**src/verilog/scope_acq_pkg.sv**
```systemverilog
// Oscilloscope acquisition package
// Shared sample and address widths, capture limits and the enums
// for the trigger settings and the acquisition state

`default_nettype none

package scope_acq_pkg;

  // ------------------------------------------------------------------
  // Sample and memory geometry
  // ------------------------------------------------------------------

  localparam int SAMPLE_WIDTH      = 8;                  // One ADC byte
  localparam int SAMPLE_WORD_WIDTH = 4 * SAMPLE_WIDTH;   // Four streams per word
  localparam int ADDRESS_WIDTH     = 12;
  localparam int MEMORY_DEPTH      = 1 << ADDRESS_WIDTH; // 4096 words

  // Trigger is only accepted once this much pre-trigger data is stored
  localparam logic [ADDRESS_WIDTH-1:0] HALF_WAY_ADDRESS     = 12'd1500;
  // Words written after the trigger word before capture stops
  localparam logic [ADDRESS_WIDTH-1:0] POST_TRIGGER_SAMPLES = 12'd1500;

  localparam int TIME_BASE_WIDTH = 32;                   // Auto mode timeout counter

  // ------------------------------------------------------------------
  // Trigger settings
  // ------------------------------------------------------------------

  typedef enum logic {
    EDGE_RISING  = 1'b0,
    EDGE_FALLING = 1'b1
  } trigger_edge_t;

  typedef enum logic {
    MODE_AUTO   = 1'b0,   // Stops on time base timeout as well
    MODE_NORMAL = 1'b1    // Waits for a real trigger
  } trigger_mode_t;

  typedef enum logic {
    CHANNEL_1 = 1'b0,
    CHANNEL_2 = 1'b1
  } trigger_channel_t;

  // Acquisition progress
  typedef enum logic [1:0] {
    ACQ_PRE_FILL     = 2'd0,  // Filling pre-trigger history
    ACQ_ARMED        = 2'd1,  // Waiting for an edge
    ACQ_POST_TRIGGER = 2'd2,  // Filling post-trigger region
    ACQ_DONE         = 2'd3   // Writing stopped until reset
  } acq_state_t;

endpackage

`default_nettype wire

```
**src/verilog/trigger_detector.sv**
```systemverilog
// Trigger edge detector
// Picks the A stream of the chosen channel, keeps the current and
// previous sample and flags a crossing of the trigger level

`default_nettype none

module trigger_detector (
  input  wire                                       sample_write_clock,
  input  wire                                       sample_system_reset,
  input  wire  [scope_acq_pkg::SAMPLE_WIDTH-1:0]    i_adc1a_d,
  input  wire  [scope_acq_pkg::SAMPLE_WIDTH-1:0]    i_adc2a_d,
  input  wire  scope_acq_pkg::trigger_channel_t     i_trigger_channel,
  input  wire  scope_acq_pkg::trigger_edge_t        i_trigger_edge,
  input  wire  [scope_acq_pkg::SAMPLE_WIDTH-1:0]    i_trigger_level,
  input  wire  [scope_acq_pkg::ADDRESS_WIDTH-1:0]   i_write_address,
  output logic                                      o_edge_hit,
  output logic [scope_acq_pkg::ADDRESS_WIDTH-1:0]   o_edge_address
);

  logic [scope_acq_pkg::SAMPLE_WIDTH-1:0]  w_selected_sample;
  logic [scope_acq_pkg::SAMPLE_WIDTH-1:0]  r_current_sample;
  logic [scope_acq_pkg::SAMPLE_WIDTH-1:0]  r_previous_sample;
  logic [scope_acq_pkg::ADDRESS_WIDTH-1:0] r_current_address;
  logic                                    r_current_valid;   // Current holds a real sample
  logic                                    r_previous_valid;  // Previous holds one too
  logic                                    w_previous_below;
  logic                                    w_current_below;
  logic                                    w_rise_detect;
  logic                                    w_fall_detect;

  // ------------------------------------------------------------------
  // Sample history
  // ------------------------------------------------------------------

  assign w_selected_sample = (i_trigger_channel == scope_acq_pkg::CHANNEL_2) ?
                             i_adc2a_d : i_adc1a_d;

  // Data registers carry no reset, the valid bits cover them
  always_ff @(posedge sample_write_clock)
  begin
    r_previous_sample <= r_current_sample;
    r_current_sample  <= w_selected_sample;
    r_current_address <= i_write_address;    // Address this sample is stored at
  end

  always_ff @(posedge sample_write_clock)
  begin
    if (sample_system_reset)
    begin
      r_current_valid  <= 1'b0;
      r_previous_valid <= 1'b0;
    end
    else
    begin
      r_current_valid  <= 1'b1;
      r_previous_valid <= r_current_valid;
    end
  end

  // ------------------------------------------------------------------
  // Level crossing
  // ------------------------------------------------------------------

  assign w_previous_below = r_previous_sample < i_trigger_level;
  assign w_current_below  = r_current_sample  < i_trigger_level;

  assign w_rise_detect = w_previous_below  & ~w_current_below;  // prev < lvl, cur >= lvl
  assign w_fall_detect = ~w_previous_below & w_current_below;   // prev >= lvl, cur < lvl

  // Hit lasts the one cycle that the crossing pair is held
  assign o_edge_hit = r_previous_valid &
                      ((i_trigger_edge == scope_acq_pkg::EDGE_RISING) ?
                       w_rise_detect : w_fall_detect);

  assign o_edge_address = r_current_address;

  // After a crossing the previous sample sits on the far side of the level
  assert property (@(posedge sample_write_clock) disable iff (sample_system_reset)
    o_edge_hit ##1 ($stable(i_trigger_level) && $stable(i_trigger_edge)) |-> !o_edge_hit)
    else $error("Edge hit held for two cycles on a fixed level");

endmodule

`default_nettype wire

```
**config.mk**
```make
export PLATFORM = sky130hd
export DESIGN_NAME = trigger_detector
export DESIGN_NICKNAME = d
export VERILOG_FILES = /design/src/verilog/scope_acq_pkg.sv /design/src/verilog/trigger_detector.sv
export SDC_FILE = /design/constraint.sdc
export NUM_CORES = 1
export LEC_CHECK = 0
export BUFFER_PORTS_ARGS = -buffer_cell sky130_fd_sc_hd__buf_2
export CAP_MARGIN = 20
export CORE_UTILIZATION = 44
export DETAILED_ROUTE_END_ITERATION = 8
export GPL_TIMING_DRIVEN = 0
export PLACE_DENSITY_LB_ADDON = 0.1
export SLEW_MARGIN = 20
export SYNTH_ARGS = -nofsm -noshare
export SYNTH_HDL_FRONTEND = slang
export SYNTH_SLANG_ARGS = --single-unit
```
**constraint.sdc**
```tcl
create_clock -name sample_write_clock -period 1.6 [get_ports sample_write_clock]
set_input_delay 0 -clock sample_write_clock [delete_from_list [all_inputs] [get_ports sample_write_clock]]
set_output_delay 0 -clock sample_write_clock [all_outputs]
set_load 0.02 [all_outputs]
```
After elaboration in Yosys (flattened, before gate mapping)
Cells that the tools add are included.
W data, S select, Z words.
Storage, ports and cells
  output and inout port bits: 13
  register bits after elaboration: 30
Cells by class
  bitwise gates (word level): 5
  muxes and demuxes: 3
  order comparisons: 2
Operators by type and width (number)
  $lt A8 B8 Y1: 2
  $mux W8: 1
  $and A1 B1 Y1: 3
  $mux W1: 2
  $not A1 Y1: 2

Longest topological paths before layout
  depth after elaboration: 5
  gate-level depth with buffers: 7

Least setup slack after synthesis
OpenSTA, ideal clock, no wires.
  path kind: flip-flop to output port
  start point: register r_previous_sample[2] (netlist name)
  end point: output port o_edge_hit
  slack: 0.022 ns
  required time: 1.600 ns
  arrival time: 1.578 ns
  path buffers: 0
  stages on the path, launching flop included: 7
  path through: dfxtp_1 -> ha_1 -> a211oi_1 -> o21ai_1 -> a211oi_1 -> nand3b_1 -> mux2i_1
On the way
  word-level cells in the longest chain between the ends: 5
  elaborated cells on any way between the ends: 6
Ends and longest elaborated chain
  start: declaration: RTL line trigger_detector.sv:22  | logic [scope_acq_pkg::SAMPLE_WIDTH-1:0] r_previous_sample;
  start signal: assignment: RTL line trigger_detector.sv:41  | r_previous_sample <= r_current_sample;
  $lt A8 B8 Y1 (*): RTL line trigger_detector.sv:64  | assign w_previous_below = r_previous_sample < i_trigger_level;
  $not A1 Y1: RTL line trigger_detector.sv:68  | assign w_fall_detect = ~w_previous_below & w_current_below;
  $and A1 B1 Y1: RTL line trigger_detector.sv:68
  $mux W1 (*): RTL line trigger_detector.sv:72  | ((i_trigger_edge == scope_acq_pkg::EDGE_RISING) ?
  $and A1 B1 Y1 (*): RTL line trigger_detector.sv:71  | assign o_edge_hit = r_previous_valid &
  end: declaration: RTL line trigger_detector.sv:16  | output logic o_edge_hit,
Mark *: on every way between the ends. The rest lies on a longest branch, timed or not.

Final worst setup path
Same ends and word-level chain as after synthesis.

==> impl_metrics.csv <==
group,metric,value,unit
run_status,status,"complete, but fails checks",
run_status,violations,"setup timing",
cts,cts_sinks,30,
timing,hold_viol_final,0,
timing,clock_skew,0.00282,ns
logic_synthesis,synthCells,84,
timing,worst_pin_slew,0.417,ns
cts,clk_latency,0.31,ns
routing,post_drt_wl_per_cell,13.1,um
floorplan,fp-row-count,17,
timing,fmax,0.564,GHz
timing,grt_setup_unrepaired,"yes",
logic_synthesis,synth_seq_area_share,55.9,%
cts,clk_path_buf_depth,2,
logic_synthesis,synthFlopType,"dfxtp_1",
timing,drv_slew,0,
routing,vias_per_cell,4.74,
cts,cts_tree,"done",
placement,globalplace.congestion,0.737,
timing,worst_slack,-0.172,ns
critical_path,required,1.60,ns
global_routing,grt_max_degree,9,
global_routing,grtUsageTotal,23.3,%
logic_synthesis,synth-warning-count,0,
floorplan,coreArea,2250,um^2
pwr,p_per_area,860,nW/um^2
logic_synthesis,synthesis.nets,138,
worst_hold_path,hold_path.class,"in -> reg",
finish,nets,225,
logic_synthesis,synth_edf_count,0,
floorplan,die-height,51.4,um
logic_synthesis,synth_top_area_share,55.9,%
logic_synthesis,syn_area,1070,um^2
routing,drt.antenna.violating_nets,0,
pwr,peakVddDrop,0.760,mV
critical_path,worstPathArrival,1.77,ns
finish,area_growth,65.4,%
logic_synthesis,ys_top_cells_by_count,"dfxtp_1, ha_1, inv_1, mux2_2, nor2_1",
placement,place_hpwl,1.44,mm
routing,drc_errors,0,
critical_path,crit_path_max_fanout,2,
placement,placed_area,1360,um^2
routing,drt_iter0_drc,7,
timing,tns,-0.172,ns
finish,num-fill-cells,144,
critical_path,crit_type,"reg -> out",
finish,antenna_cells,0,
critical_path,cp-end-kind,"output pin",
logic_synthesis,synth_area_leader_cell,"dfxtp_1",
cts,cts.reportedPaths.clkPinSlew,0.08,ns
routing,first_pass_iters,4,
routing,num_vias,943,
logic_synthesis,synth.most_common_cell,"dfxtp_1",
global_routing,grt_pass1_wl,4.34,mm
logic_synthesis,avgSynthCellArea,12.8,um^2
floorplan,initial_utilization,47.6,%
timing,setup_viol,1,
cts,cts-htree-levels,2,
logic_synthesis,ys_types,20,
global_routing,antenna_found_initial,0,
cts,cts_buffers,5,
critical_path,start_kind,"flip-flop",
global_routing,overflow,0,
routing,drt_wl_total,2.61,mm
timing,period_share,111,%
timing,slew_headroom,72.2,%
timing,fin_crit,1.77,ns
logic_synthesis,synth.top_cells.by_area,"dfxtp_1, ha_1, mux2_2",
floorplan,dieArea,2640,um^2
logic_synthesis,ys_seq_elements,30,
finish,final_area,1780,um^2
floorplan,io_pins,53,
flow_run,maxCapViolCount,0,
global_routing,grt_pass1_vias,1082,
placement,portBuffers,51,
pwr,p_leak,0.842,nW
pwr,fin_total_pwr,1.53,mW
cts,cts-root-buf,"clkbuf_4",
floorplan,die_width,51.4,um
finish,drive_above_1_share,45.6,%
logic_synthesis,async_reset_ff_share,0,%
[through the flow]
step                utilization, %  setup WS, ns  hold WS, ns  std cells
floorplan                        -        0.0220       0.0277         84
detailed placement            60.5       -0.0140        0.104        163
global route                  78.7        -0.277        0.300        199
global placement              60.5        0.0484        0.102        163
CTS                           78.6        -0.182        0.301        199
finish                        78.7        -0.172        0.329        199
[cell usage in the layout (no fill, tap or decap), types with 2 or more instances in the layout]
master	n
clkbuf_1	3
nor2_1	3
dfxtp_2	2
ha_4	4
mux2_2	8
nor2b_1	2
ha_1	10
clkbuf_4	5
nand3b_1	2
dlygate4sd3_1	29
dfxtp_1	28
inv_1	8
a211oi_2	3
buf_2	50
[kinds of logic (layout without fill, tap and decap cells)]
logic type               count (synthesis)  count (layout)  synth area share, %
AO/OA/AOI/OAI                           11              11                 9.21
adder cells (fa/ha/maj)                 14              14                 16.3
buffers and inverters                    9              96                 3.15
flip-flops                              30              30                 55.9
AND/OR/NAND/NOR                         11              11                 6.06
multiplexers                             9               9                 9.32
[final timing paths]
path                                            from                   end  slack [ns]  depth (start not counted)
worst min register to register   r_current_sample[4]  r_previous_sample[4]        0.36                          0
worst max-delay path            r_previous_sample[2]            o_edge_hit       -0.17                          7
worst min-delay path              i_write_address[3]     o_edge_address[3]        0.33                          2
worst max register to register       r_current_valid      r_previous_valid        1.09                          1
[registers in the layout, summed over array words and instances, names as in the netlist]
| name | flops |
|---|---|
| r_previous_sample | 8 |
| r_current_valid | 1 |
| o_edge_address | 12 |
| r_current_sample | 8 |
| r_previous_valid | 1 |
[routing by layer]
metal | share of wire, % | up-vias | global-route usage, %
li1 | - | 465 | -
met1 | 37 | 428 | 20.3
met2 | 54 | 44 | 44.2
met3 | 6.9 | 6 | 9.82
met4 | 2.1 | 0 | 11.7
met5 | 0 | - | 0
[what timing repair did]
| item | in CTS | in global routing |
|---|---|---|
| pin swaps | 9 | 0 |
| gates resized for setup | 11 | 1 |
| hold buffers | 29 | 0 |
| endpoints found under the setup margin | 1 | 1 |
| endpoints found under the hold margin | 22 | 0 |
| buffers inserted | 0 | 0 |
[final cells by class]
type	instances	area (um^2)	area share (%)
clock buffers	7	45.0	2.54
flip-flops and latches	30	603	34.0
repair buffers	80	548	30.9
well taps	28	35.0	1.97
inverters	8	30.0	1.69
plain buffers	1	3.75	0.211
multi-input cells	45	510	28.8
[report_power, final]
part	switching [mW]	internal, mW	total [mW]
clock network	0.222	0.165	0.387
logic	0.132	0.187	0.319
registers	0.0215	0.798	0.820
total	0.376	1.15	1.53
[critical path, cell delays in order, from the launching register on]
cell,delay [ns]
dfxtp_2,0.34
ha_4,0.21
a211oi_2,0.18
o21ai_1,0.12
a211oi_2,0.22
nand3b_1,0.10
mux2i_1,0.14
buf_4,0.16
No activity file was read; power rests on OpenSTA's default activity.
