===== src/verilog/scope_acq_pkg.sv =====
// Oscilloscope acquisition package
// Shared sample and address widths, capture limits and the enums
// for the trigger settings and the acquisition state

`default_nettype none

package scope_acq_pkg;

  // ------------------------------------------------------------------
  // Sample and memory geometry
  // ------------------------------------------------------------------

  localparam int SAMPLE_WIDTH      = 8;                  // One ADC byte
  localparam int SAMPLE_WORD_WIDTH = 4 * SAMPLE_WIDTH;   // Four streams per word
  localparam int ADDRESS_WIDTH     = 12;
  localparam int MEMORY_DEPTH      = 1 << ADDRESS_WIDTH; // 4096 words

  // Trigger is only accepted once this much pre-trigger data is stored
  localparam logic [ADDRESS_WIDTH-1:0] HALF_WAY_ADDRESS     = 12'd1500;
  // Words written after the trigger word before capture stops
  localparam logic [ADDRESS_WIDTH-1:0] POST_TRIGGER_SAMPLES = 12'd1500;

  localparam int TIME_BASE_WIDTH = 32;                   // Auto mode timeout counter

  // ------------------------------------------------------------------
  // Trigger settings
  // ------------------------------------------------------------------

  typedef enum logic {
    EDGE_RISING  = 1'b0,
    EDGE_FALLING = 1'b1
  } trigger_edge_t;

  typedef enum logic {
    MODE_AUTO   = 1'b0,   // Stops on time base timeout as well
    MODE_NORMAL = 1'b1    // Waits for a real trigger
  } trigger_mode_t;

  typedef enum logic {
    CHANNEL_1 = 1'b0,
    CHANNEL_2 = 1'b1
  } trigger_channel_t;

  // Acquisition progress
  typedef enum logic [1:0] {
    ACQ_PRE_FILL     = 2'd0,  // Filling pre-trigger history
    ACQ_ARMED        = 2'd1,  // Waiting for an edge
    ACQ_POST_TRIGGER = 2'd2,  // Filling post-trigger region
    ACQ_DONE         = 2'd3   // Writing stopped until reset
  } acq_state_t;

endpackage

`default_nettype wire


===== src/verilog/acquisition_control.sv =====
// Acquisition controller
// Runs the circular write address, the auto mode time base and the
// capture state machine, and latches where the trigger landed

`default_nettype none

module acquisition_control (
  input  wire                                        sample_write_clock,
  input  wire                                        sample_system_reset,
  input  wire  scope_acq_pkg::trigger_mode_t         i_trigger_mode,
  input  wire  [scope_acq_pkg::TIME_BASE_WIDTH-1:0]  i_time_base_set,
  input  wire                                        i_edge_hit,
  input  wire  [scope_acq_pkg::ADDRESS_WIDTH-1:0]    i_edge_address,
  output logic [scope_acq_pkg::ADDRESS_WIDTH-1:0]    o_write_address,
  output logic                                       o_write_enable,
  output logic                                       o_triggered,
  output logic                                       o_sampling_done,
  output logic [scope_acq_pkg::ADDRESS_WIDTH-1:0]    o_trigger_address
);

  scope_acq_pkg::acq_state_t                 r_state;
  scope_acq_pkg::acq_state_t                 w_next_state;

  logic [scope_acq_pkg::ADDRESS_WIDTH-1:0]   r_write_address;
  logic [scope_acq_pkg::TIME_BASE_WIDTH-1:0] r_time_base_count;
  logic                                      r_time_base_timeout;
  logic                                      w_auto_timeout;
  logic                                      w_capture;
  logic                                      r_triggered;
  logic [scope_acq_pkg::ADDRESS_WIDTH-1:0]   r_trigger_address;
  logic [scope_acq_pkg::ADDRESS_WIDTH-1:0]   w_last_address;

  // ------------------------------------------------------------------
  // Write address
  // ------------------------------------------------------------------

  // Counts one per stored word and freezes once writing stops
  always_ff @(posedge sample_write_clock)
  begin
    if (sample_system_reset)
    begin
      r_write_address <= '0;
    end
    else if (o_write_enable)
    begin
      r_write_address <= r_write_address + 1'b1;  // Rolls over 4095 -> 0
    end
  end

  // ------------------------------------------------------------------
  // Time base
  // ------------------------------------------------------------------

  always_ff @(posedge sample_write_clock)
  begin
    if (sample_system_reset)
    begin
      r_time_base_count   <= '0;
      r_time_base_timeout <= 1'b0;
    end
    else
    begin
      r_time_base_count   <= r_time_base_count + 1'b1;
      // Registered compare, adds a cycle before done
      r_time_base_timeout <= r_time_base_count > i_time_base_set;
    end
  end

  // Timeout only counts in auto mode
  assign w_auto_timeout = (i_trigger_mode == scope_acq_pkg::MODE_AUTO) && r_time_base_timeout;

  // Final word of the post-trigger region, modulo the memory size
  assign w_last_address = r_trigger_address + scope_acq_pkg::POST_TRIGGER_SAMPLES;

  // ------------------------------------------------------------------
  // State machine
  // ------------------------------------------------------------------

  always_comb
  begin
    w_next_state = r_state;
    case (r_state)
      scope_acq_pkg::ACQ_PRE_FILL:
      begin
        if (r_write_address >= scope_acq_pkg::HALF_WAY_ADDRESS)
        begin
          w_next_state = scope_acq_pkg::ACQ_ARMED;       // Enough history stored
        end
      end
      scope_acq_pkg::ACQ_ARMED:
      begin
        if (i_edge_hit)
        begin
          w_next_state = scope_acq_pkg::ACQ_POST_TRIGGER;
        end
      end
      scope_acq_pkg::ACQ_POST_TRIGGER:
      begin
        if (r_write_address == w_last_address)
        begin
          w_next_state = scope_acq_pkg::ACQ_DONE;        // This edge writes the last word
        end
      end
      scope_acq_pkg::ACQ_DONE:
      begin
        w_next_state = scope_acq_pkg::ACQ_DONE;          // Held until reset
      end
      default:
      begin
        w_next_state = scope_acq_pkg::ACQ_PRE_FILL;
      end
    endcase

    // Auto mode timeout overrides whatever capture was doing
    if (w_auto_timeout)
    begin
      w_next_state = scope_acq_pkg::ACQ_DONE;
    end
  end

  always_ff @(posedge sample_write_clock)
  begin
    if (sample_system_reset)
    begin
      r_state <= scope_acq_pkg::ACQ_PRE_FILL;
    end
    else
    begin
      r_state <= w_next_state;
    end
  end

  // ------------------------------------------------------------------
  // Trigger capture
  // ------------------------------------------------------------------

  // Only a hit that actually moves us into post-trigger is taken
  assign w_capture = (r_state == scope_acq_pkg::ACQ_ARMED) &&
                     (w_next_state == scope_acq_pkg::ACQ_POST_TRIGGER);

  always_ff @(posedge sample_write_clock)
  begin
    if (sample_system_reset)
    begin
      r_triggered       <= 1'b0;
      r_trigger_address <= '0;
    end
    else if (w_capture)
    begin
      r_triggered       <= 1'b1;
      r_trigger_address <= i_edge_address;  // Address of the crossing sample
    end
  end

  // Outputs
  assign o_write_address   = r_write_address;
  assign o_write_enable    = (r_state != scope_acq_pkg::ACQ_DONE);
  assign o_sampling_done   = (r_state == scope_acq_pkg::ACQ_DONE);
  assign o_triggered       = r_triggered;
  assign o_trigger_address = r_trigger_address;

  // ------------------------------------------------------------------
  // Checks
  // ------------------------------------------------------------------

  assert property (@(posedge sample_write_clock) disable iff (sample_system_reset)
    o_sampling_done |=> o_sampling_done)
    else $error("Sampling done dropped without reset");

  assert property (@(posedge sample_write_clock) disable iff (sample_system_reset)
    o_triggered |=> $stable(o_trigger_address))
    else $error("Trigger address changed after trigger");

  // Done must also freeze the write address
  assert property (@(posedge sample_write_clock) disable iff (sample_system_reset)
    o_sampling_done |-> !o_write_enable ##1 $stable(o_write_address))
    else $error("Memory still written after done");

endmodule

`default_nettype wire


===== config.mk =====
export PLATFORM = sky130hd
export DESIGN_NAME = acquisition_control
export DESIGN_NICKNAME = d
export VERILOG_FILES = /design/src/verilog/scope_acq_pkg.sv /design/src/verilog/acquisition_control.sv
export SDC_FILE = /design/constraint.sdc
export NUM_CORES = 1
export LEC_CHECK = 0
export ABC_AREA = 1
export BUFFER_PORTS_ARGS = -buffer_cell sky130_fd_sc_hd__buf_4
export CORE_ASPECT_RATIO = 0.75
export CORE_MARGIN = 2
export CORE_UTILIZATION = 30
export DETAILED_ROUTE_END_ITERATION = 10
export PLACE_DENSITY = 0.6
export SETUP_SLACK_MARGIN = 0.4
export SKIP_CTS_REPAIR_TIMING = 1
export SYNTH_ARGS = -nofsm -noshare
export SYNTH_HDL_FRONTEND = slang
export SYNTH_SLANG_ARGS = --single-unit

===== constraint.sdc =====
create_clock -name sample_write_clock -period 1.79 [get_ports sample_write_clock]
set_clock_uncertainty 0.1 [all_clocks]
set_input_delay 0.2685 -clock sample_write_clock [delete_from_list [all_inputs] [get_ports sample_write_clock]]
set_output_delay 0.2685 -clock sample_write_clock [all_outputs]
set_load 0.005 [all_outputs]

* Yosys cells after proc, flatten, opt, wreduce, memory -nomap -nowiden
Index checks and enable logic that the tools add are counted.
Cells by class: shift-type cells 0, bitwise gates (word level) 1, multiplexer cells 5, divide/modulo/power cells 0, equal/unequal tests 6, $add $sub $neg 3, $lt $le $gt $ge 2, $mul 0, reductions and logical operators 3
Operators with widths (number):
- $add A32 B1 Y32 const B | 1
- $gt A32 B32 Y1 | 1
- $add A12 B1 Y12 const B | 1
- $add A12 B11 Y12 const B | 1
- $eq A12 B12 Y1 | 1
- $ge A12 B11 Y1 const B | 1
- $mux W2 | 4
- $pmux W2 S4 | 1
- $eq A2 B2 Y1 const B | 3
- $eq A2 B1 Y1 const B | 1
- $logic_and A1 B1 Y1 | 2
- $logic_not A2 Y1 | 1
- $ne A2 B2 Y1 const B | 1
- $not A1 Y1 | 1
Storage, ports and cells: memory bits (read-only) 0, output and inout port bits 27, register bits 60, bits in latches 0, logic and storage cells 26, RAM bits 0, input bits 48, memories 0

* Longest topological paths before layout
Gate-level depths: netlist of run 1.
word-level depth 7, depth in mapped cells 17, mapped depth without buffers 16

* Worst setup path after synthesis of run 1
OpenSTA, ideal clock, no wires.
kind register to register, start register r_trigger_address, in the netlist o_trigger_address[3], end register r_trigger_address, in the netlist o_trigger_address[6], cell stages (with the launch flop) 17, arrival 1.717 ns, library setup time 0.109 ns, setup slack -0.136 ns, period minus slack after synthesis 1.926 ns, buffers on the path 1, required time 1.581 ns, path through dfxtp_1 -> inv_1 -> ha_1 -> nor2_1 -> nor2_1 -> nand2_1 -> nor2_1 -> nand3_1 -> nor2_1 -> nand2_1 -> nor2_2 -> nand3_4 -> nand3_4 -> buf_8 -> nand2_1 -> inv_2 -> nor2_2
On the way: word-level cells in the longest chain between the ends 7
RTL lines:
- start: declaration | RTL line acquisition_control.sv:30 | logic [scope_acq_pkg::ADDRESS_WIDTH-1:0] r_trigger_address;
- start signal: assignment | RTL line acquisition_control.sv:151 | r_trigger_address <= i_edge_address;
- $add A12 B11 Y12 | RTL line acquisition_control.sv:73 | assign w_last_address = r_trigger_address + scope_acq_pkg::POST_TRIGGER_SAMPLES;
- $eq A12 B12 Y1 | RTL line acquisition_control.sv:99 | if (r_write_address == w_last_address)
- $mux W2 | RTL line acquisition_control.sv:99
- $pmux W2 S4 | RTL line acquisition_control.sv:82 | case (r_state)
- $mux W2 | RTL line acquisition_control.sv:115 | if (w_auto_timeout)
- $eq A2 B2 Y1 | RTL line acquisition_control.sv:139 | (w_next_state == scope_acq_pkg::ACQ_POST_TRIGGER);
- $logic_and A1 B1 Y1 | RTL line acquisition_control.sv:138 | assign w_capture = (r_state == scope_acq_pkg::ACQ_ARMED) &&
Every way passes these cells. A chain may end at the register's enable or synchronous reset.

* Final worst setup path of run 1
start register r_trigger_address, in the netlist o_trigger_address[2], end register r_trigger_address, in the netlist o_trigger_address[6]
Same word-level chain as after synthesis.

==> results.py, run 1 <==
metrics = {
    "run_status": {
        "outcome": "finished, violations left",
        "failed_checks": "setup timing",
    },
    "clock_tree": {
        "htreeDepth": 3,
        "cts_buffers": 9,
        "clock_path_buffers": 2,
        "insertion_delay_ns": 0.33,
        "cts.sinks": 60,
        "cts_root_buf": "clkbuf_16",
        "tritoncts": "done",
        "clk_pin_slew_ns": 0.06,
    },
    "timing": {
        "finalHoldViolations": 0,
        "finalMaxSlewViolations": 0,
        "fin_ws_ns": -0.334,
        "tightest_slew_ns": 0.705,
        "rsz0062_at_grt": "yes",
        "setup_viol": 18,
        "min_period_over_period": 1.19,
        "max_freq_mhz": 471,
        "min_period_ns": 2.12,
        "slew_headroom": 0.527,
    },
    "drt": {
        "drt_drc_violations_left": 0,
        "wirelength_mm": 11.3,
        "drt_pass1_iterations": 5,
        "via_per_inst": 4.41,
        "vias": 4159,
        "avgRoutedWirePerCell_um": 11.9,
        "drtAntennaViolNets": 0,
        "dr.first_iter.drc_count": 225,
    },
    "grt": {
        "grt_max_degree": 22,
        "grt_pass1_vias": 3741,
        "antenna_found_initial": 0,
        "grt_pass1_wl_mm": 17.8,
        "grt_usage": 0.148,
        "grt-ovfl-total": 0,
    },
    "synth": {
        "async_flop_share": 0,
        "ys_seq_area_frac": 0.297,
        "synth_cells": 607,
        "synthesis.area_sq_mm": 0.00405,
        "yosysTopAreaCellShare": 0.297,
        "synth_top_area_cell": "dfxtp_1",
        "synth_ff_type": "dfxtp_1",
        "yosysWarnings": 0,
        "synth_cell_types": 35,
        "ys_seq_elements": 60,
        "synth_area_leaders": "dfxtp_1 (30%), ha_1 (11%), inv_1 (11%)",
        "synth_area_per_cell_sq_um": 6.67,
        "synth_edf_count": 0,
        "synth_nets": 691,
    },
    "pwr": {
        "ir_drop_uv": 474,
        "p_comb_frac": 0.086,
        "netSwitchingFraction": 0.219,
        "power_frac_clock": 0.512,
        "power.density_mw_per_mm2": 538,
        "p_leak_nw": 3.00,
        "p_seq_frac": 0.402,
        "intPower_mw": 2.65,
        "power.switching_mw": 0.740,
        "p_total_mw": 3.39,
    },
    "setup_path": {
        "endpoint_kind": "flip-flop",
        "worst-r2r-cell-count": 15,
        "rrSetupSlack_ns": -0.33,
        "crit_path_max_fanout": 6,
        "critical_path_class": "flip-flop to flip-flop",
        "required_ns": 1.91,
        "crit_arrival_ns": 2.24,
        "r2r_start": "o_trigger_address[2]",
        "worstSetupStartpointType": "flip-flop",
        "rr_endpoint": "o_trigger_address[6]",
    },
    "floorplanning": {
        "core_area_sq_mm": 0.0131,
        "io_pins": 75,
        "floorplan.initialDensity": 0.310,
        "die_h_um": 105,
        "dieArea_sq_mm": 0.0144,
        "rows": 36,
        "die_w_um": 138,
    },
    "job": {
        "max-cap-violations": 0,
    },
    "final_layout": {
        "drive_above_1_share": 0.427,
        "layout.cells.non_filler": 944,
        "num_antenna_cells": 0,
        "area_growth_pct": 55.5,
        "fin_nets": 852,
    },
    "min_path": {
        "worstHoldEndpoint": "o_trigger_address[1]",
        "hp-start": "i_edge_address[1]",
        "holdCritPathClass": "input port to flip-flop",
        "min_path_cells": 5,
    },
    "placement": {
        "port_buffers": 74,
        "dp.cells": 908,
        "post-place-ws_ns": -0.457,
        "gp_congestion": 0.795,
        "dpl.hpwl_mm": 8.19,
    },
}
-- Yosys cell counts (6+ instances only) --
cell type	count
dfxtp_1	60
nand3_1	30
nand4_1	22
nand2_2	12
ha_1	36
o21ai_0	22
a21oi_1	48
nor3_1	22
inv_1	114
xor2_1	6
inv_2	17
nor2_1	61
nor2_2	7
nand2_1	110
-- placed cells by master, fill, tap and decap left out, types with 11 or more instances in the layout --
cell	instances
nand3_1	21
nand4_1	22
nand2_1	91
inv_2	24
inv_1	105
nand2_2	24
nor3_2	11
a21oi_1	40
dfxtp_1	35
dfxtp_2	20
nor2_1	48
ha_1	28
buf_4	142
o21ai_0	13
buf_6	17
nor3_1	11
-- worst max-delay path by stage --
stage	startpoint	endpoint	slack (ns)
6_report	o_trigger_address[2]	o_trigger_address[6]	-0.33
3_3_place_gp	i_trigger_mode	o_trigger_address[9]	-0.45
5_1_grt	o_trigger_address[3]	o_trigger_address[5]	-0.46
4_1_cts	r_time_base_timeout	o_trigger_address[9]	-0.39
2_1_floorplan	o_trigger_address[2]	o_trigger_address[6]	-0.09
3_5_place_dp	i_trigger_mode	o_trigger_address[9]	-0.46
-- cell families (layout without fill, tap and decap cells) --
family	after synthesis	count (layout)	synth area share
xor+xnor	10	10	0.0235
fa+ha+maj	36	36	0.111
buf+inv	141	306	0.136
flops	60	60	0.297
simple gates	277	278	0.322
compound gates	83	83	0.110
-- state kept, by name, indices dropped and copies added (netlist names) --
register             count
r_time_base_timeout      1
o_trigger_address       12
r_state                  2
o_write_address         12
r_time_base_count       32
o_triggered              1
-- per-layer routing --
metal  part of all wire  up-vias  wire, um  global-route usage
met2               0.42       70      4750               0.211
met1               0.53     1810      6000               0.224
met5                  0        -         0                   0
met3              0.038        5       426              0.0362
met4             0.0065        0        73              0.0306
li1                   -     2274         -                   -
-- power groups by stage --
| stage | Clock, mW | Combinational [mW] | Sequential, mW |
|---|---|---|---|
| 2_1_floorplan | 0 | 0.125 | 1.39 |
| 3_3_place_gp | 0 | 0.266 | 1.39 |
| 3_5_place_dp | 0 | 0.267 | 1.39 |
| 4_1_cts | 1.78 | 0.268 | 1.36 |
| 5_1_grt | 1.83 | 0.336 | 1.36 |
| 6_report | 1.73 | 0.293 | 1.36 |
-- worst max-delay path, stage by stage (launching register included) --
cell     delay, ns
dfxtp_2       0.33
inv_2         0.05
ha_4          0.26
nor2_2        0.03
nor2_1        0.10
nand2_1       0.06
nor2_1        0.11
nand3_1       0.11
nor2_1        0.15
nand2_1       0.10
nor2_4        0.11
nand3_4       0.13
nand3_2       0.22
nand2_2       0.07
inv_2         0.06
nor2_2        0.03
-- metrics by stage --
stage | TNS, ns | utilization | hold WS (ns) | area [sq um]
2_1_floorplan | -0.789 | - | 0.308 | 4170
3_3_place_gp | -6.12 | 0.412 | 0.354 | 5380
3_5_place_dp | -6.22 | 0.412 | 0.349 | 5380
4_1_cts | -5.49 | 0.435 | 0.151 | 5680
5_1_grt | -6.97 | 0.482 | 0.173 | 6290
6_report | -4.15 | 0.482 | 0.159 | 6290
-- final cells by class --
cell class                 count  area (sq um)
fill                        1337          6770
inverter                     131           499
timing repair buffer         159          1260
tap                          171           214
clock buffer                  12           256
clock inverter                 4          46.3
sequential                    60          1240
multi-input combinational    407          2780
Note: power is estimated with default switching activity, not from simulation.
==> run 2, diff against run 1 <==
CORE_ASPECT_RATIO = 0.5   (was 0.75)
==> results.py, run 2 (synthesis results as in run 1) <==
metrics = {
    "run_status": {
        "outcome": "finished, violations left",
        "failed_checks": "setup timing",
    },
    "floorplanning": {
        "rows": 29,
        "io_pins": 75,
        "core_area_sq_mm": 0.0129,
        "die_w_um": 168,
        "dieArea_sq_mm": 0.0145,
        "die_h_um": 86.1,
        "floorplan.initialDensity": 0.313,
    },
    "drt": {
        "vias": 4277,
        "drtAntennaViolNets": 0,
        "wirelength_mm": 11.3,
        "drt_drc_violations_left": 0,
        "drt_pass1_iterations": 6,
        "via_per_inst": 4.51,
        "avgRoutedWirePerCell_um": 11.9,
        "dr.first_iter.drc_count": 222,
    },
    "placement": {
        "port_buffers": 74,
        "dpl.hpwl_mm": 8.46,
        "post-place-ws_ns": -0.403,
        "gp_congestion": 0.789,
        "placed_cell_area_sq_mm": 0.00541,
    },
    "setup_path": {
        "crit_path_max_fanout": 6,
        "path_buf_inv": 3,
        "required_ns": 1.91,
        "slowest_delay_ns": 0.35,
        "endpoint_kind": "flip-flop",
        "worstSetupStartpointType": "flip-flop",
        "crit_arrival_ns": 2.16,
        "critical_path_class": "flip-flop to flip-flop",
        "cp_cell_sequence": "inv_2, ha_4, buf_4, a21oi_1, nand3_1, nor2_1, nand2_1, nor2_2, nand3_4, nand3_2, nand2_1, inv_1, nor2_1",
        "crit_slowest_cell": "dfxtp_4",
        "crit_family": "simple AND/OR/NAND/NOR gates",
    },
    "final_layout": {
        "final_common_cell": "buf_4",
        "area_growth_pct": 58.9,
        "drive_above_1_share": 0.446,
        "fin_area_sq_mm": 0.00643,
        "largest_reg_flops": 32,
        "layout_common_cells": "buf_4 (143), inv_1 (104), nand2_1 (89)",
        "fin_nets": 857,
        "n_fill_cell": 1254,
        "seq_area_sq_mm": 0.00124,
        "top_register": "r_time_base_count",
        "multiInputGateArea_sq_mm": 0.00288,
        "num_antenna_cells": 0,
    },
    "pwr": {
        "netSwitchingFraction": 0.230,
        "p_comb_frac": 0.101,
        "ir_drop_uv": 455,
        "p_seq_frac": 0.407,
        "p_leak_nw": 3.06,
        "p_total_mw": 3.34,
        "power.switching_mw": 0.767,
        "power.density_mw_per_mm2": 519,
        "power_frac_clock": 0.493,
        "intPower_mw": 2.57,
    },
    "grt": {
        "antenna_found_initial": 0,
        "busiest_layer": "met2",
        "grt_pass1_vias": 3964,
        "grt_pass1_wl_mm": 17.9,
        "grt-ovfl-total": 0,
        "grt_max_degree": 29,
        "use_met3": 0.0337,
        "grt_usage": 0.152,
        "grt_use_met1": 0.196,
        "met2_usage": 0.266,
    },
    "timing": {
        "fin_ws_ns": -0.249,
        "rsz0062_at_grt": "yes",
        "min_period_ns": 2.04,
        "finalHoldViolations": 0,
        "finalMaxSlewViolations": 0,
        "tightest_slew_ns": 0.708,
        "setup_viol": 21,
        "min_period_over_period": 1.14,
        "max_freq_mhz": 490,
        "slew_headroom": 0.526,
        "fin_hold_ws_ns": 0.178,
    },
    "clock_tree": {
        "cts.sinks": 60,
        "tritoncts": "done",
        "htreeDepth": 3,
        "cts_buffers": 9,
        "clk_pin_slew_ns": 0.05,
        "insertion_delay_ns": 0.32,
        "clock_path_buffers": 2,
        "cts_root_buf": "clkbuf_16",
    },
    "min_path": {
        "holdCritPathClass": "input port to flip-flop",
    },
    "job": {
        "max-cap-violations": 0,
    },
}
run 2: layout make-up:
cell class / count / share of cell area
Clock inverter: 1 / 0.000778
Timing Repair Buffer: 164 / 0.204
Inverter: 131 / 0.0780
Tap cell: 170 / 0.0331
Sequential cell: 60 / 0.194
Multi-Input combinational cell: 407 / 0.448
Clock buffer: 15 / 0.0432
run 2: worst paths after layout:
| kind | start | endpoint | slack, ns | cells after the start |
|---|---|---|---|---|
| max reg2reg | o_trigger_address[3] | o_trigger_address[8] | -0.25 | 13 |
| max | o_trigger_address[3] | o_trigger_address[8] | -0.25 | 13 |
| min | i_edge_address[10] | o_trigger_address[10] | 0.18 | 5 |
| min reg2reg | o_triggered | o_triggered | 0.37 | 2 |
run 2: per-stage QoR:
stage,cells,TNS [ns],utilization
after global placement,912,-5.21,0.419
after floorplan,607,-0.789,-
after detailed placement,912,-5.62,0.419
final,948,-3.30,0.498
after global routing,948,-6.34,0.498
after CTS,928,-5.07,0.441
run 2: per-layer routing:
layer / wire length, um / up-vias
met1: 5470 / 1953
met4: 71 / 0
met2: 5400 / 46
met3: 307 / 7
li1: - / 2271
met5: 0 / -
run 2: worst reg2reg max path, stage by stage (launching register included):
cell and delay [ns]:
dfxtp_4 0.35, inv_2 0.05, ha_4 0.23, buf_4 0.13, a21oi_1 0.15, nand3_1 0.10
nor2_1 0.10, nand2_1 0.08, nor2_2 0.13, nand3_4 0.16, nand3_2 0.20, nand2_1 0.07
inv_1 0.05, nor2_1 0.03
run 2: power groups by stage:
stage                     Clock, mW  Sequential [mW]  Combinational, mW
final                          1.64             1.36              0.335
after global placement            0             1.38              0.276
after floorplan                   0             1.39              0.125
after CTS                      1.68             1.36              0.283
after detailed placement          0             1.38              0.282
after global routing           1.74             1.36              0.381
==> run 3, diff against run 2 <==
PLACE_DENSITY = 0.58   (was 0.6)
clock period = 2.6 ns   (was 1.79 ns; I/O delays follow)
==> results.py, run 3 (synthesis results as in run 1) <==
metrics = {
    "setup_path": {
        "endpoint_kind": "flip-flop",
        "crit_arrival_ns": 2.20,
        "crit_path_max_fanout": 7,
        "critical_path_class": "flip-flop to flip-flop",
        "critPathMostFrequentCell": "nor2_2",
        "crit_family": "simple AND/OR/NAND/NOR gates",
        "path_buf_inv": 2,
        "rrSetupSlack_ns": 0.51,
        "required_ns": 2.71,
        "slowest_delay_ns": 0.35,
        "cp_cell_sequence": "inv_2, ha_4, nor2_2, nor2_1, nand2_1, nor2_2, nand3_2, nor2_2, nand2_2, nor2_4, nand3_4, nand3_4, nand2_1, inv_2, nor2_2",
        "worstSetupStartpointType": "flip-flop",
        "crit_slowest_cell": "dfxtp_2",
    },
    "clock_tree": {
        "insertion_delay_ns": 0.32,
        "tritoncts": "done",
        "htreeDepth": 3,
        "cts.sinks": 60,
        "cts_buffers": 9,
        "clk_pin_slew_ns": 0.05,
        "cts_root_buf": "clkbuf_16",
        "clock_path_buffers": 2,
    },
    "grt": {
        "grt_pass1_wl_mm": 16.9,
        "grt_max_degree": 29,
        "grt_usage": 0.143,
        "antenna_found_initial": 0,
        "grt_pass1_vias": 3735,
        "grt-ovfl-total": 0,
    },
    "pwr": {
        "power.density_mw_per_mm2": 430,
        "power_frac_clock": 0.513,
        "intPower_mw": 1.79,
        "p_leak_nw": 2.52,
        "power.switching_mw": 0.477,
        "p_total_mw": 2.27,
        "netSwitchingFraction": 0.211,
        "ir_drop_uv": 282,
        "p_comb_frac": 0.074,
        "p_seq_frac": 0.413,
    },
    "timing": {
        "min_period_ns": 2.09,
        "tightest_slew_ns": 0.455,
        "slew_headroom": 0.696,
        "fin_hold_ws_ns": 0.314,
        "max_freq_mhz": 479,
        "finalHoldViolations": 0,
        "setup_viol": 0,
        "finalMaxSlewViolations": 0,
        "rsz0062_at_grt": "yes",
        "fin_tns_setup_ns": 0,
        "min_period_over_period": 0.804,
    },
    "drt": {
        "dr.first_iter.drc_count": 187,
        "vias": 3919,
        "via_per_inst": 4.49,
        "avgRoutedWirePerCell_um": 11.4,
        "drt_pass1_iterations": 4,
        "drtAntennaViolNets": 0,
        "drt_drc_violations_left": 0,
        "wirelength_mm": 9.97,
    },
    "final_layout": {
        "fin_nets": 781,
        "n_fill_cell": 1360,
        "num_antenna_cells": 0,
        "layout_common_cells": "inv_1 (112), nand2_1 (106), buf_4 (85)",
        "drive_above_1_share": 0.239,
        "top_register": "r_time_base_count",
        "fin_area_sq_mm": 0.00527,
        "largest_reg_flops": 32,
        "area_growth_pct": 30.1,
        "final_common_cell": "inv_1",
    },
    "floorplanning": {
        "die_h_um": 86.1,
        "rows": 29,
        "io_pins": 75,
        "die_w_um": 168,
        "core_area_sq_mm": 0.0129,
        "dieArea_sq_mm": 0.0145,
        "floorplan.initialDensity": 0.313,
    },
    "placement": {
        "port_buffers": 74,
        "gp_congestion": 0.814,
        "dpl.hpwl_mm": 7.82,
        "placed_cell_area_sq_mm": 0.00478,
    },
    "job": {
        "max-cap-violations": 0,
    },
    "run_status": {
        "outcome": "complete, no violations",
    },
    "min_path": {
        "holdCritPathClass": "input port to flip-flop",
    },
}
[run 3: cell types whose count changed in the layout (fill, tap and decap cells not counted), sizes merged]
cell    before  now
clkbuf      15   16
clkinv       1    0
buf        164   88
[run 3: power groups by stage]
stage | logic (mW) | registers [mW] | clock network (mW)
floorplan | 0.0830 | 0.954 | 0
global placement | 0.167 | 0.956 | 0
detailed placement | 0.169 | 0.956 | 0
CTS | 0.170 | 0.937 | 1.19
global route | 0.195 | 0.937 | 1.23
finish | 0.167 | 0.937 | 1.16
[run 3: layout make-up]
type                    instances  area [sq um]  area share
inverters                     131           494      0.0939
well taps                     170           213      0.0404
clock buffers                  16           302      0.0573
repair buffers                 88           672       0.128
flip-flops and latches         60          1200       0.229
multi-input cells             407          2380       0.452
[run 3: tightest hold or removal path, cell delays in order]
cell     delay [ns]
buf_4          0.08
inv_1          0.04
nand4_1        0.07
nand2_1        0.04
nor2_1         0.07
[run 3: stage by stage]
step	setup WS (ns)	cells	util
after floorplan	0.674	607	-
after global routing	0.304	872	0.408
after CTS	0.285	861	0.394
after global placement	0.283	845	0.370
final	0.511	872	0.408
after detailed placement	0.298	845	0.370
[run 3: metal layers]
metal	vias to the layer above	part of all wire	global-route usage
met5	-	0	0
met4	0	0.0056	0.0282
met3	4	0.031	0.0314
met2	46	0.46	0.249
met1	1744	0.50	0.185
li1	2125	-	-
[run 3: path summary, 6_finish.rpt]
path / start / end / cells past startpoint
hold / removal: i_edge_address[2] / o_trigger_address[2] / 5
setup / recovery: o_trigger_address[3] / o_trigger_address[6] / 15
hold reg to reg: r_time_base_count[0] / r_time_base_count[0] / 1
setup reg to reg: o_trigger_address[3] / o_trigger_address[6] / 15
